`config.mk`:
```
export PLATFORM = sky130hd
export DESIGN_NAME = hni_data_buffer
export DESIGN_NICKNAME = d
export VERILOG_FILES = /design/src/rtl/hni_dbf_pkg.sv /design/src/rtl/hni_data_buffer.sv /design/src/rtl/dbf_txdat_packer.sv /design/src/rtl/dbf_axi_w_sender.sv /design/src/rtl/dbf_line_store.sv /design/src/rtl/dbf_entry_ctrl.sv
export SDC_FILE = /design/constraint.sdc
export NUM_CORES = 2
export LEC_CHECK = 0
export BUFFER_PORTS_ARGS = -buffer_cell sky130_fd_sc_hd__buf_2
export CAP_MARGIN = 20
export CORE_ASPECT_RATIO = 1.1
export CORE_UTILIZATION = 40
export DETAILED_ROUTE_END_ITERATION = 10
export PLACE_DENSITY_LB_ADDON = 0.25
export SYNTH_ARGS = -nofsm -noshare
export SYNTH_HDL_FRONTEND = slang
export SYNTH_SLANG_ARGS = --single-unit
```
`constraint.sdc`:
```
create_clock -name clk -period 22.4 [get_ports clk]
set_input_delay 2.24 -clock clk [delete_from_list [all_inputs] [get_ports clk]]
set_output_delay 2.24 -clock clk [all_outputs]
set_load 0.02 [all_outputs]
```
`src/rtl/hni_dbf_pkg.sv`:
```
package hni_dbf_pkg;

    localparam int CHI_DATA_W = 64;
    localparam int CHI_BE_W   = 8;
    localparam int AXI_DATA_W = 32;
    localparam int AXI_STRB_W = 4;
    localparam int LINE_BEATS = 4;
    localparam int AXID_W     = 4;
    localparam int TXNID_W    = 8;
    localparam int NODEID_W   = 7;
    localparam int AXLEN_W    = 8;
    localparam int OPCODE_W   = 4;
    localparam int MAX_IDX_W  = 3;     // room for up to 8 entries

    localparam logic [1:0]          RESP_SLVERR = 2'b10;
    localparam logic [OPCODE_W-1:0] OP_COMPDATA = 4'h4;

    typedef logic [LINE_BEATS-1:0] beat_mask_t;

    typedef struct packed {
        logic [NODEID_W-1:0]   tgtid;
        logic [NODEID_W-1:0]   srcid;
        logic [NODEID_W-1:0]   homenid;
        logic [TXNID_W-1:0]    txnid;
        logic [OPCODE_W-1:0]   opcode;
        logic [1:0]            resperr;
        logic [2:0]            resp;
        logic [TXNID_W-1:0]    dbid;
        logic [1:0]            ccid;
        logic [1:0]            dataid;
        logic [CHI_BE_W-1:0]   be;
        logic [CHI_DATA_W-1:0] data;
    } dat_flit_t;

    typedef struct packed {
        logic                 en;
        logic [MAX_IDX_W-1:0] idx;
        logic [AXID_W-1:0]    axid;
        logic                 wr;
        logic [1:0]           chunk;   // addr[5:4]
        logic [AXLEN_W-1:0]   axlen;
    } alloc_t;

    typedef struct packed {
        logic                en;
        logic [NODEID_W-1:0] tgtid;
        logic [TXNID_W-1:0]  txnid;
        logic [OPCODE_W-1:0] opcode;
        logic [2:0]          resp;
        logic [1:0]          resperr;
        logic [TXNID_W-1:0]  dbid;
        logic [1:0]          dataid;
    } txdat_cmd_t;

    typedef struct packed {
        logic                 valid;
        logic [MAX_IDX_W-1:0] idx;
        beat_mask_t           mask;
    } rbeat_t;

    // chi halves picked by dataid[1], axi beats by the one-hot mask
    typedef union packed {
        logic [1:0][CHI_DATA_W-1:0]            chi;
        logic [LINE_BEATS-1:0][AXI_DATA_W-1:0] axi;
    } line_t;

    typedef union packed {
        logic [1:0][CHI_BE_W-1:0]              chi;
        logic [LINE_BEATS-1:0][AXI_STRB_W-1:0] axi;
    } line_be_t;

endpackage
```
`src/rtl/hni_data_buffer.sv`:
```
`timescale 1ns/1ps

module hni_data_buffer #(
    parameter int                               num_entries = 4,
    parameter logic [hni_dbf_pkg::NODEID_W-1:0] node_id     = 7'h12
) (
    input  logic                                  clk,
    input  logic                                  rst,
    input  hni_dbf_pkg::alloc_t                   alloc,
    input  logic                                  rxdat_valid,
    input  hni_dbf_pkg::dat_flit_t                rxdat_flit,
    input  logic                                  retire_valid,
    input  logic [$clog2(num_entries)-1:0]        retire_idx,
    input  logic                                  wdat_en,
    input  logic [$clog2(num_entries)-1:0]        wdat_idx,
    input  logic                                  rdat_en,
    input  logic [$clog2(num_entries)-1:0]        rdat_idx,
    input  hni_dbf_pkg::txdat_cmd_t               txdat_cmd,
    input  logic [hni_dbf_pkg::AXID_W-1:0]        rid,
    input  logic [hni_dbf_pkg::AXI_DATA_W-1:0]    rdata,
    input  logic [1:0]                            rresp,
    input  logic                                  rlast,
    input  logic                                  rvalid,
    output logic                                  rready,
    output logic [hni_dbf_pkg::AXI_DATA_W-1:0]    wdata,
    output logic [hni_dbf_pkg::AXI_STRB_W-1:0]    wstrb,
    output logic                                  wlast,
    output logic                                  wvalid,
    input  logic                                  wready,
    output logic                                  w_done,
    output hni_dbf_pkg::rbeat_t                   rbeat,
    output logic                                  txdat_valid,
    output hni_dbf_pkg::dat_flit_t                txdat_flit
);
    import hni_dbf_pkg::*;

    logic [num_entries-1:0] wr_entries;
    logic [1:0]             entry_ccid [num_entries];
    logic [1:0]             entry_rresp [num_entries];
    beat_mask_t             start_mask;
    beat_mask_t             last_mask;
    line_t                  lines [num_entries];
    line_be_t               line_be [num_entries];

    dbf_entry_ctrl #(.num_entries(num_entries)) u_entry_ctrl (
        .clk          (clk),
        .rst          (rst),
        .alloc        (alloc),
        .retire_valid (retire_valid),
        .retire_idx   (retire_idx),
        .rdat_en      (rdat_en),
        .rdat_idx     (rdat_idx),
        .rid          (rid),
        .rresp        (rresp),
        .rlast        (rlast),
        .rvalid       (rvalid),
        .rready       (rready),
        .rbeat        (rbeat),
        .wr_entries   (wr_entries),
        .entry_ccid   (entry_ccid),
        .entry_rresp  (entry_rresp),
        .start_mask   (start_mask),
        .last_mask    (last_mask)
    );

    dbf_line_store #(.num_entries(num_entries)) u_line_store (
        .clk          (clk),
        .rst          (rst),
        .rxdat_valid  (rxdat_valid),
        .rxdat_flit   (rxdat_flit),
        .wr_entries   (wr_entries),
        .rbeat        (rbeat),
        .rdata        (rdata),
        .retire_valid (retire_valid),
        .retire_idx   (retire_idx),
        .lines        (lines),
        .line_be      (line_be)
    );

    dbf_axi_w_sender #(.num_entries(num_entries)) u_w_sender (
        .clk        (clk),
        .rst        (rst),
        .alloc      (alloc),
        .start_mask (start_mask),
        .last_mask  (last_mask),
        .wdat_en    (wdat_en),
        .wdat_idx   (wdat_idx),
        .lines      (lines),
        .line_be    (line_be),
        .wready     (wready),
        .wdata      (wdata),
        .wstrb      (wstrb),
        .wlast      (wlast),
        .wvalid     (wvalid),
        .w_done     (w_done)
    );

    dbf_txdat_packer #(
        .num_entries (num_entries),
        .node_id     (node_id)
    ) u_packer (
        .txdat_cmd   (txdat_cmd),
        .lines       (lines),
        .entry_ccid  (entry_ccid),
        .entry_rresp (entry_rresp),
        .txdat_valid (txdat_valid),
        .txdat_flit  (txdat_flit)
    );

endmodule

```
`src/rtl/dbf_txdat_packer.sv`:
```
`timescale 1ns/1ps

module dbf_txdat_packer #(
    parameter int                               num_entries = 4,
    parameter logic [hni_dbf_pkg::NODEID_W-1:0] node_id     = 7'h12
) (
    input  hni_dbf_pkg::txdat_cmd_t    txdat_cmd,
    input  hni_dbf_pkg::line_t         lines [num_entries],
    input  logic [1:0]                 entry_ccid [num_entries],
    input  logic [1:0]                 entry_rresp [num_entries],
    output logic                       txdat_valid,
    output hni_dbf_pkg::dat_flit_t     txdat_flit
);
    import hni_dbf_pkg::*;

    localparam int idx_w = $clog2(num_entries);

    logic [idx_w-1:0] idx;
    logic             half;

    assign idx  = txdat_cmd.dbid[idx_w-1:0];
    assign half = txdat_cmd.dataid[1];

    assign txdat_valid = txdat_cmd.en;

    always_comb begin
        txdat_flit.tgtid   = txdat_cmd.tgtid;
        txdat_flit.srcid   = node_id;
        txdat_flit.homenid = (txdat_cmd.opcode == OP_COMPDATA) ? node_id : '0;
        txdat_flit.txnid   = txdat_cmd.txnid;
        txdat_flit.opcode  = txdat_cmd.opcode;
        // slave error overrides what the tracker asked for
        txdat_flit.resperr = (entry_rresp[idx] == RESP_SLVERR) ? RESP_SLVERR
                                                               : txdat_cmd.resperr;
        txdat_flit.resp    = txdat_cmd.resp;
        txdat_flit.dbid    = txdat_cmd.dbid;
        txdat_flit.ccid    = entry_ccid[idx];
        txdat_flit.dataid  = txdat_cmd.dataid;
        txdat_flit.be      = '1;
        txdat_flit.data    = lines[idx].chi[half];
    end

endmodule

```
`src/rtl/dbf_axi_w_sender.sv`:
```
`timescale 1ns/1ps

module dbf_axi_w_sender #(
    parameter int num_entries = 4
) (
    input  logic                                  clk,
    input  logic                                  rst,
    input  hni_dbf_pkg::alloc_t                   alloc,
    input  hni_dbf_pkg::beat_mask_t               start_mask,
    input  hni_dbf_pkg::beat_mask_t               last_mask,
    input  logic                                  wdat_en,
    input  logic [$clog2(num_entries)-1:0]        wdat_idx,
    input  hni_dbf_pkg::line_t                    lines [num_entries],
    input  hni_dbf_pkg::line_be_t                 line_be [num_entries],
    input  logic                                  wready,
    output logic [hni_dbf_pkg::AXI_DATA_W-1:0]    wdata,
    output logic [hni_dbf_pkg::AXI_STRB_W-1:0]    wstrb,
    output logic                                  wlast,
    output logic                                  wvalid,
    output logic                                  w_done
);
    import hni_dbf_pkg::*;

    localparam int idx_w = $clog2(num_entries);

    logic [num_entries-1:0] armed_q;
    beat_mask_t             cd_q [num_entries];
    beat_mask_t             wl_q [num_entries];
    logic [idx_w-1:0]       sel;
    beat_mask_t             cur_cd;
    beat_mask_t             cur_wl;

    // highest armed index wins
    always_comb begin
        sel = '0;
        for (int i = 0; i < num_entries; i++) begin
            if (armed_q[i]) begin
                sel = idx_w'(i);
            end
        end
    end

    assign cur_cd = cd_q[sel];
    assign cur_wl = wl_q[sel];
    assign wvalid = |armed_q;
    assign wlast  = wvalid && (cur_cd == cur_wl);
    assign w_done = wvalid && wready && wlast;

    always_comb begin
        wdata = '0;
        wstrb = '0;
        for (int k = 0; k < LINE_BEATS; k++) begin
            if (cur_cd[k]) begin
                wdata = lines[sel].axi[k];
                wstrb = line_be[sel].axi[k];
            end
        end
    end

    always_ff @(posedge clk or posedge rst) begin
        if (rst) begin
            armed_q <= '0;
            cd_q    <= '{default: '0};
            wl_q    <= '{default: '0};
        end else begin
            for (int i = 0; i < num_entries; i++) begin
                if (alloc.en && alloc.wr && alloc.idx[idx_w-1:0] == idx_w'(i)) begin
                    cd_q[i] <= start_mask;
                    wl_q[i] <= last_mask;
                end else if (wvalid && wready && sel == idx_w'(i)) begin
                    if (wlast) begin
                        cd_q[i] <= '0;
                        wl_q[i] <= '0;
                    end else begin
                        cd_q[i] <= cd_q[i] << 1;
                    end
                end

                if (wdat_en && wdat_idx == idx_w'(i)) begin
                    armed_q[i] <= 1'b1;
                end else if (w_done && sel == idx_w'(i)) begin
                    armed_q[i] <= 1'b0;   // burst finished
                end
            end
        end
    end

endmodule

```
`src/rtl/dbf_line_store.sv`:
```
`timescale 1ns/1ps

module dbf_line_store #(
    parameter int num_entries = 4
) (
    input  logic                                  clk,
    input  logic                                  rst,
    input  logic                                  rxdat_valid,
    input  hni_dbf_pkg::dat_flit_t                rxdat_flit,
    input  logic [num_entries-1:0]                wr_entries,
    input  hni_dbf_pkg::rbeat_t                   rbeat,
    input  logic [hni_dbf_pkg::AXI_DATA_W-1:0]    rdata,
    input  logic                                  retire_valid,
    input  logic [$clog2(num_entries)-1:0]        retire_idx,
    output hni_dbf_pkg::line_t                    lines [num_entries],
    output hni_dbf_pkg::line_be_t                 line_be [num_entries]
);
    import hni_dbf_pkg::*;

    localparam int idx_w = $clog2(num_entries);

    logic [idx_w-1:0] flit_idx;
    logic             flit_half;

    assign flit_idx  = rxdat_flit.txnid[idx_w-1:0];
    assign flit_half = rxdat_flit.dataid[1];

    // R beats merge into the line by OR
    always_ff @(posedge clk or posedge rst) begin
        if (rst) begin
            lines   <= '{default: '0};
            line_be <= '{default: '0};
        end else begin
            for (int i = 0; i < num_entries; i++) begin
                if (retire_valid && retire_idx == idx_w'(i)) begin
                    lines[i]   <= '0;
                    line_be[i] <= '0;
                end else if (rxdat_valid && wr_entries[i] && flit_idx == idx_w'(i)) begin
                    lines[i].chi[flit_half]   <= rxdat_flit.data;
                    line_be[i].chi[flit_half] <= line_be[i].chi[flit_half] | rxdat_flit.be;
                end else if (rbeat.valid && rbeat.idx[idx_w-1:0] == idx_w'(i)) begin
                    for (int k = 0; k < LINE_BEATS; k++) begin
                        if (rbeat.mask[k]) begin
                            lines[i].axi[k] <= lines[i].axi[k] | rdata;
                        end
                    end
                end
            end
        end
    end

endmodule

```
`src/rtl/dbf_entry_ctrl.sv`:
```
`timescale 1ns/1ps

module dbf_entry_ctrl #(
    parameter int num_entries = 4
) (
    input  logic                              clk,
    input  logic                              rst,
    input  hni_dbf_pkg::alloc_t               alloc,
    input  logic                              retire_valid,
    input  logic [$clog2(num_entries)-1:0]    retire_idx,
    input  logic                              rdat_en,
    input  logic [$clog2(num_entries)-1:0]    rdat_idx,
    input  logic [hni_dbf_pkg::AXID_W-1:0]    rid,
    input  logic [1:0]                        rresp,
    input  logic                              rlast,
    input  logic                              rvalid,
    output logic                              rready,
    output hni_dbf_pkg::rbeat_t               rbeat,
    output logic [num_entries-1:0]            wr_entries,
    output logic [1:0]                        entry_ccid [num_entries],
    output logic [1:0]                        entry_rresp [num_entries],
    output hni_dbf_pkg::beat_mask_t           start_mask,
    output hni_dbf_pkg::beat_mask_t           last_mask
);
    import hni_dbf_pkg::*;

    localparam int idx_w = $clog2(num_entries);

    logic [AXID_W-1:0]      axid_q [num_entries];
    logic [num_entries-1:0] armed_q;
    beat_mask_t             rd_cd_q [num_entries];
    logic [num_entries-1:0] hit;
    logic [AXLEN_W:0]       last_sum;
    logic [1:0]             last_beat;

    // device rule starts at the chunk and stops at chunk + len capped at beat 3
    always_comb begin
        last_sum   = (AXLEN_W+1)'(alloc.chunk) + (AXLEN_W+1)'(alloc.axlen);
        last_beat  = (last_sum > (AXLEN_W+1)'(LINE_BEATS-1)) ? 2'(LINE_BEATS-1) : last_sum[1:0];
        start_mask = beat_mask_t'(1) << alloc.chunk;
        last_mask  = beat_mask_t'(1) << last_beat;
    end

    assign rready = |armed_q;

    always_comb begin
        for (int i = 0; i < num_entries; i++) begin
            hit[i] = rvalid && rready && armed_q[i] && (rid == axid_q[i]);
        end
    end

    // one armed read per axid, so at most one hit
    always_comb begin
        rbeat = '0;
        for (int i = 0; i < num_entries; i++) begin
            if (hit[i]) begin
                rbeat.valid = 1'b1;
                rbeat.idx   = MAX_IDX_W'(i);
                rbeat.mask  = rd_cd_q[i];
            end
        end
    end

    always_ff @(posedge clk) begin
        for (int i = 0; i < num_entries; i++) begin
            if (alloc.en && alloc.idx[idx_w-1:0] == idx_w'(i)) begin
                axid_q[i]     <= alloc.axid;
                entry_ccid[i] <= alloc.chunk;
            end else if (retire_valid && retire_idx == idx_w'(i)) begin
                axid_q[i]     <= '0;
                entry_ccid[i] <= '0;
            end
        end
    end

    always_ff @(posedge clk or posedge rst) begin
        if (rst) begin
            wr_entries  <= '0;
            armed_q     <= '0;
            rd_cd_q     <= '{default: '0};
            entry_rresp <= '{default: '0};
        end else begin
            for (int i = 0; i < num_entries; i++) begin
                if (alloc.en && alloc.idx[idx_w-1:0] == idx_w'(i)) begin
                    wr_entries[i]  <= alloc.wr;
                    entry_rresp[i] <= '0;
                    rd_cd_q[i]     <= alloc.wr ? '0 : start_mask;
                end else if (retire_valid && retire_idx == idx_w'(i)) begin
                    wr_entries[i]  <= 1'b0;
                    entry_rresp[i] <= '0;
                    rd_cd_q[i]     <= '0;
                end else if (hit[i]) begin
                    entry_rresp[i] <= rresp;
                    if (rlast) begin
                        rd_cd_q[i] <= '0;
                    end else begin
                        rd_cd_q[i] <= rd_cd_q[i] << 1;   // next slot
                    end
                end

                if (rdat_en && rdat_idx == idx_w'(i)) begin
                    armed_q[i] <= 1'b1;
                end else if ((hit[i] && rlast) || (retire_valid && retire_idx == idx_w'(i))) begin
                    armed_q[i] <= 1'b0;
                end
            end
        end
    end

endmodule

```
==> results.py <==
metrics = {
    "worst_setup_path": {
        "reg2reg_depth": 8,
        "crit_path_start": "txdat_cmd[3]",
        "crit_type": "in2out",
        "rr_endpoint": "u_w_sender.armed_q[1]",
        "endpoint": "txdat_flit[44]",
        "end_kind": "output pin",
        "worstReg2RegStart": "u_w_sender.armed_q[2]",
        "crit_path_max_fanout": 52,
        "critPathLaunchType": "input pin",
        "r2r_setup_slack_ns": 18.02,
        "arrival_ns": 5.39,
        "required_ns": 20.16,
    },
    "grt": {
        "grt_pass1_wl_um": 257400,
        "grt_usage_pct": 33.00,
        "grt_max_degree": 180,
        "grt_pass1_vias": 37990,
        "grt.overflow.total": 0,
        "antenna_found_initial": 32,
    },
    "final_layout": {
        "regArea_sq_um": 16810,
        "syn_to_final_growth_pct": 11.45,
        "final_common_cell": "dfrtp_1",
        "nets": 4670,
        "final_cell_mix": "641 x dfrtp_1, 600 x o21ai_0, 431 x nor2_1",
        "fillers": 9905,
        "postLayoutCellArea_sq_um": 46090,
        "drive_above_1_share_pct": 20.68,
        "multiInputGateArea_sq_um": 22590,
    },
    "synthesis": {
        "async_flop_share_pct": 96.41,
        "syn_avg_cell_area_sq_um": 9.247,
        "syn_area_sq_um": 41360,
        "yosys_warnings": 0,
        "ys_seq_area_share_pct": 40.61,
        "synth-seq-cells": 668,
        "synth_cells": 4473,
        "synth_cell_types": 82,
        "synth-main-ff-cell": "dfrtp_1",
        "synth-edff-count": 20,
    },
    "power": {
        "vdd_drop_max_v": 0.0001250,
        "p_sw_w": 0.002064,
        "clock_power_share_pct": 27.4,
        "p_leak_nw": 19.42,
        "fin_total_pwr_w": 0.005104,
        "swShare_pct": 40.44,
        "comb_power_share_pct": 37.8,
        "sequentialPowerShare_pct": 34.8,
        "powerDensity_nw_per_um2": 110.7,
        "internal_power_w": 0.003040,
    },
    "route": {
        "vias_per_cell": 6.621,
        "ant_nets": 0,
        "vias": 39060,
        "drtPass1Iterations": 9,
        "drt_iter0_markers": 4509,
        "totalWireLength_um": 175700,
        "wire_per_inst_um": 29.78,
        "drc_errors": 0,
    },
    "clock_network": {
        "cts-htree-levels": 3,
        "hold_buffers": 0,
        "clkLatencyLatePin_ns": 0.67,
        "cts_made_buffers": 81,
        "cts_setup_buffers": 0,
        "clk_pin_slew_worst_paths_ns": 0.06,
        "cts.repair.resized": 0,
        "clockRootBuffer": "clkbuf_16",
        "cts_sinks": 668,
        "cts_tree": "yes",
        "clock_path_buffers": 3,
    },
    "sta": {
        "fin_crit_sh_pct": 34.04,
        "skew_ns": 0.03326,
        "holdWs_ns": 0.4808,
        "fin_tns_setup_ns": 0,
        "setup_viol": 0,
        "tightest_slew_ns": 1.265,
        "hold_viol": 0,
        "maxSlewViolCount": 0,
        "max_freq_mhz": 131.1,
        "fin_crit_ns": 7.625,
        "relSlewSlack_pct": 15.65,
        "rsz0062_at_grt": "false",
    },
    "floorplan": {
        "core_region_area_sq_um": 102300,
        "num_rows": 123,
        "io_pins": 400,
        "fp.dieH_um": 339.3,
        "die_x_um": 308.6,
        "start_util_pct": 40.41,
        "dieArea_sq_um": 104700,
    },
    "hold_path": {
        "hold_path_class": "reg2reg",
        "min_from": "u_entry_ctrl.wr_entries[3]",
    },
    "placed_design": {
        "placed_area_sq_um": 43270,
        "gp_congestion": 0.9023,
        "portBuffers": 278,
        "dpl.hpwl_um": 100600,
    },
    "status": {
        "status": "complete, no violations",
    },
    "job": {
        "drv_cap": 0,
    },
}
flip-flops by register name, summed over array words and instances (netlist names):
signal / cells
u_entry_ctrl.axid_q: 16
u_w_sender.cd_q: 16
u_entry_ctrl.wr_entries: 4
u_entry_ctrl.entry_ccid: 8
u_entry_ctrl.armed_q: 4
u_entry_ctrl.entry_rresp: 8
u_line_store.line_be: 64
u_w_sender.armed_q: 4
u_w_sender.wl_q: 16
u_line_store.lines: 512
u_entry_ctrl.rd_cd_q: 16
Yosys cell counts (26+ instances only):
cell | number | area share [%]
o211ai_1 | 39 | 0.71
buf_2 | 47 | 0.57
clkbuf_1 | 325 | 2.9
mux4_2 | 130 | 7.1
nor2b_1 | 87 | 1.3
mux2_2 | 117 | 3.2
nor2_1 | 432 | 3.9
o22a_1 | 32 | 0.68
and3_1 | 44 | 0.67
nand3_1 | 26 | 0.31
dfrtp_1 | 644 | 39
nand2b_1 | 135 | 2.0
o311ai_0 | 64 | 1.4
nor3_1 | 104 | 1.3
a211oi_1 | 105 | 1.9
a22oi_1 | 91 | 1.7
mux2i_1 | 118 | 2.9
a21oi_1 | 363 | 4.4
a22o_1 | 39 | 0.83
mux2_1 | 35 | 0.95
buf_4 | 60 | 1.1
buf_1 | 41 | 0.37
o221a_2 | 128 | 3.5
o21ai_0 | 600 | 7.3
and2_1 | 37 | 0.56
a31oi_1 | 62 | 0.94
nand2_1 | 366 | 3.3
cell families after synthesis:
family          count (synthesis)  share of synthesized area (%)
mux                           410                          14.44
simple gates                 1285                          14.42
flops                         668                          40.61
xor+xnor                       19                         0.4023
buf+inv                       516                          5.645
fa+ha+maj                       3                         0.1089
other cells                     2                        0.01816
compound gates               1570                          24.36
final cells by class:
class,count,area share (%)
sequential,668,36.46
inverter,22,0.1954
multi-input combinational,3308,49.01
clock buffer,117,5.195
clock inverter,31,0.8089
tap,1375,3.732
antenna,22,0.1194
timing repair buffer,357,4.476
power by group through the flow:
stage	registers, W	logic [W]	clock network (W)
4_1_cts	0.00176	0.00189	0.00141
2_1_floorplan	0.00168	0.00128	0
3_3_place_gp	0.00177	0.00186	0
6_report	0.00177	0.00193	0.00140
3_5_place_dp	0.00178	0.00188	0
5_1_grt	0.00181	0.00204	0.00145
through the flow:
stage                     setup slack [ns]  util [%]  instances
final                                14.77     45.04       5900
after global routing                 14.79     45.01       5888
after CTS                            14.86     44.99       5878
after detailed placement             14.87     42.28       5730
after global placement               14.86     42.27       5729
after floorplan                      2.118         -       4492
layer usage:
layer | share of wire [%] | track usage (%) | routed length, um | vias to the layer above
met5 | 0.064 | 0 | 113 | -
met4 | 6.4 | 20.15 | 11270 | 18
met3 | 11 | 7.729 | 19480 | 634
met2 | 45 | 50.79 | 79400 | 2606
li1 | - | - | - | 16380
met1 | 37 | 41.93 | 65420 | 19420
how the worst min path moves through the flow:
stage	endpoint	slack, ns	cells after the start
global placement	u_entry_ctrl.rd_cd_q[11]	0.46	2
floorplan	u_entry_ctrl.wr_entries[3]	0.44	2
detailed placement	u_entry_ctrl.wr_entries[3]	0.47	2
finish	u_entry_ctrl.wr_entries[3]	0.48	2
global route	u_entry_ctrl.rd_cd_q[7]	0.50	2
CTS	u_entry_ctrl.wr_entries[3]	0.48	2
critical path, stage by stage:
cell and delay [ns]:
buf_6 0.35, buf_4 0.86, buf_4 0.84, mux4_2 0.46
mux2_2 0.35, buf_2 0.18
(Power assumes the default switching activity.)
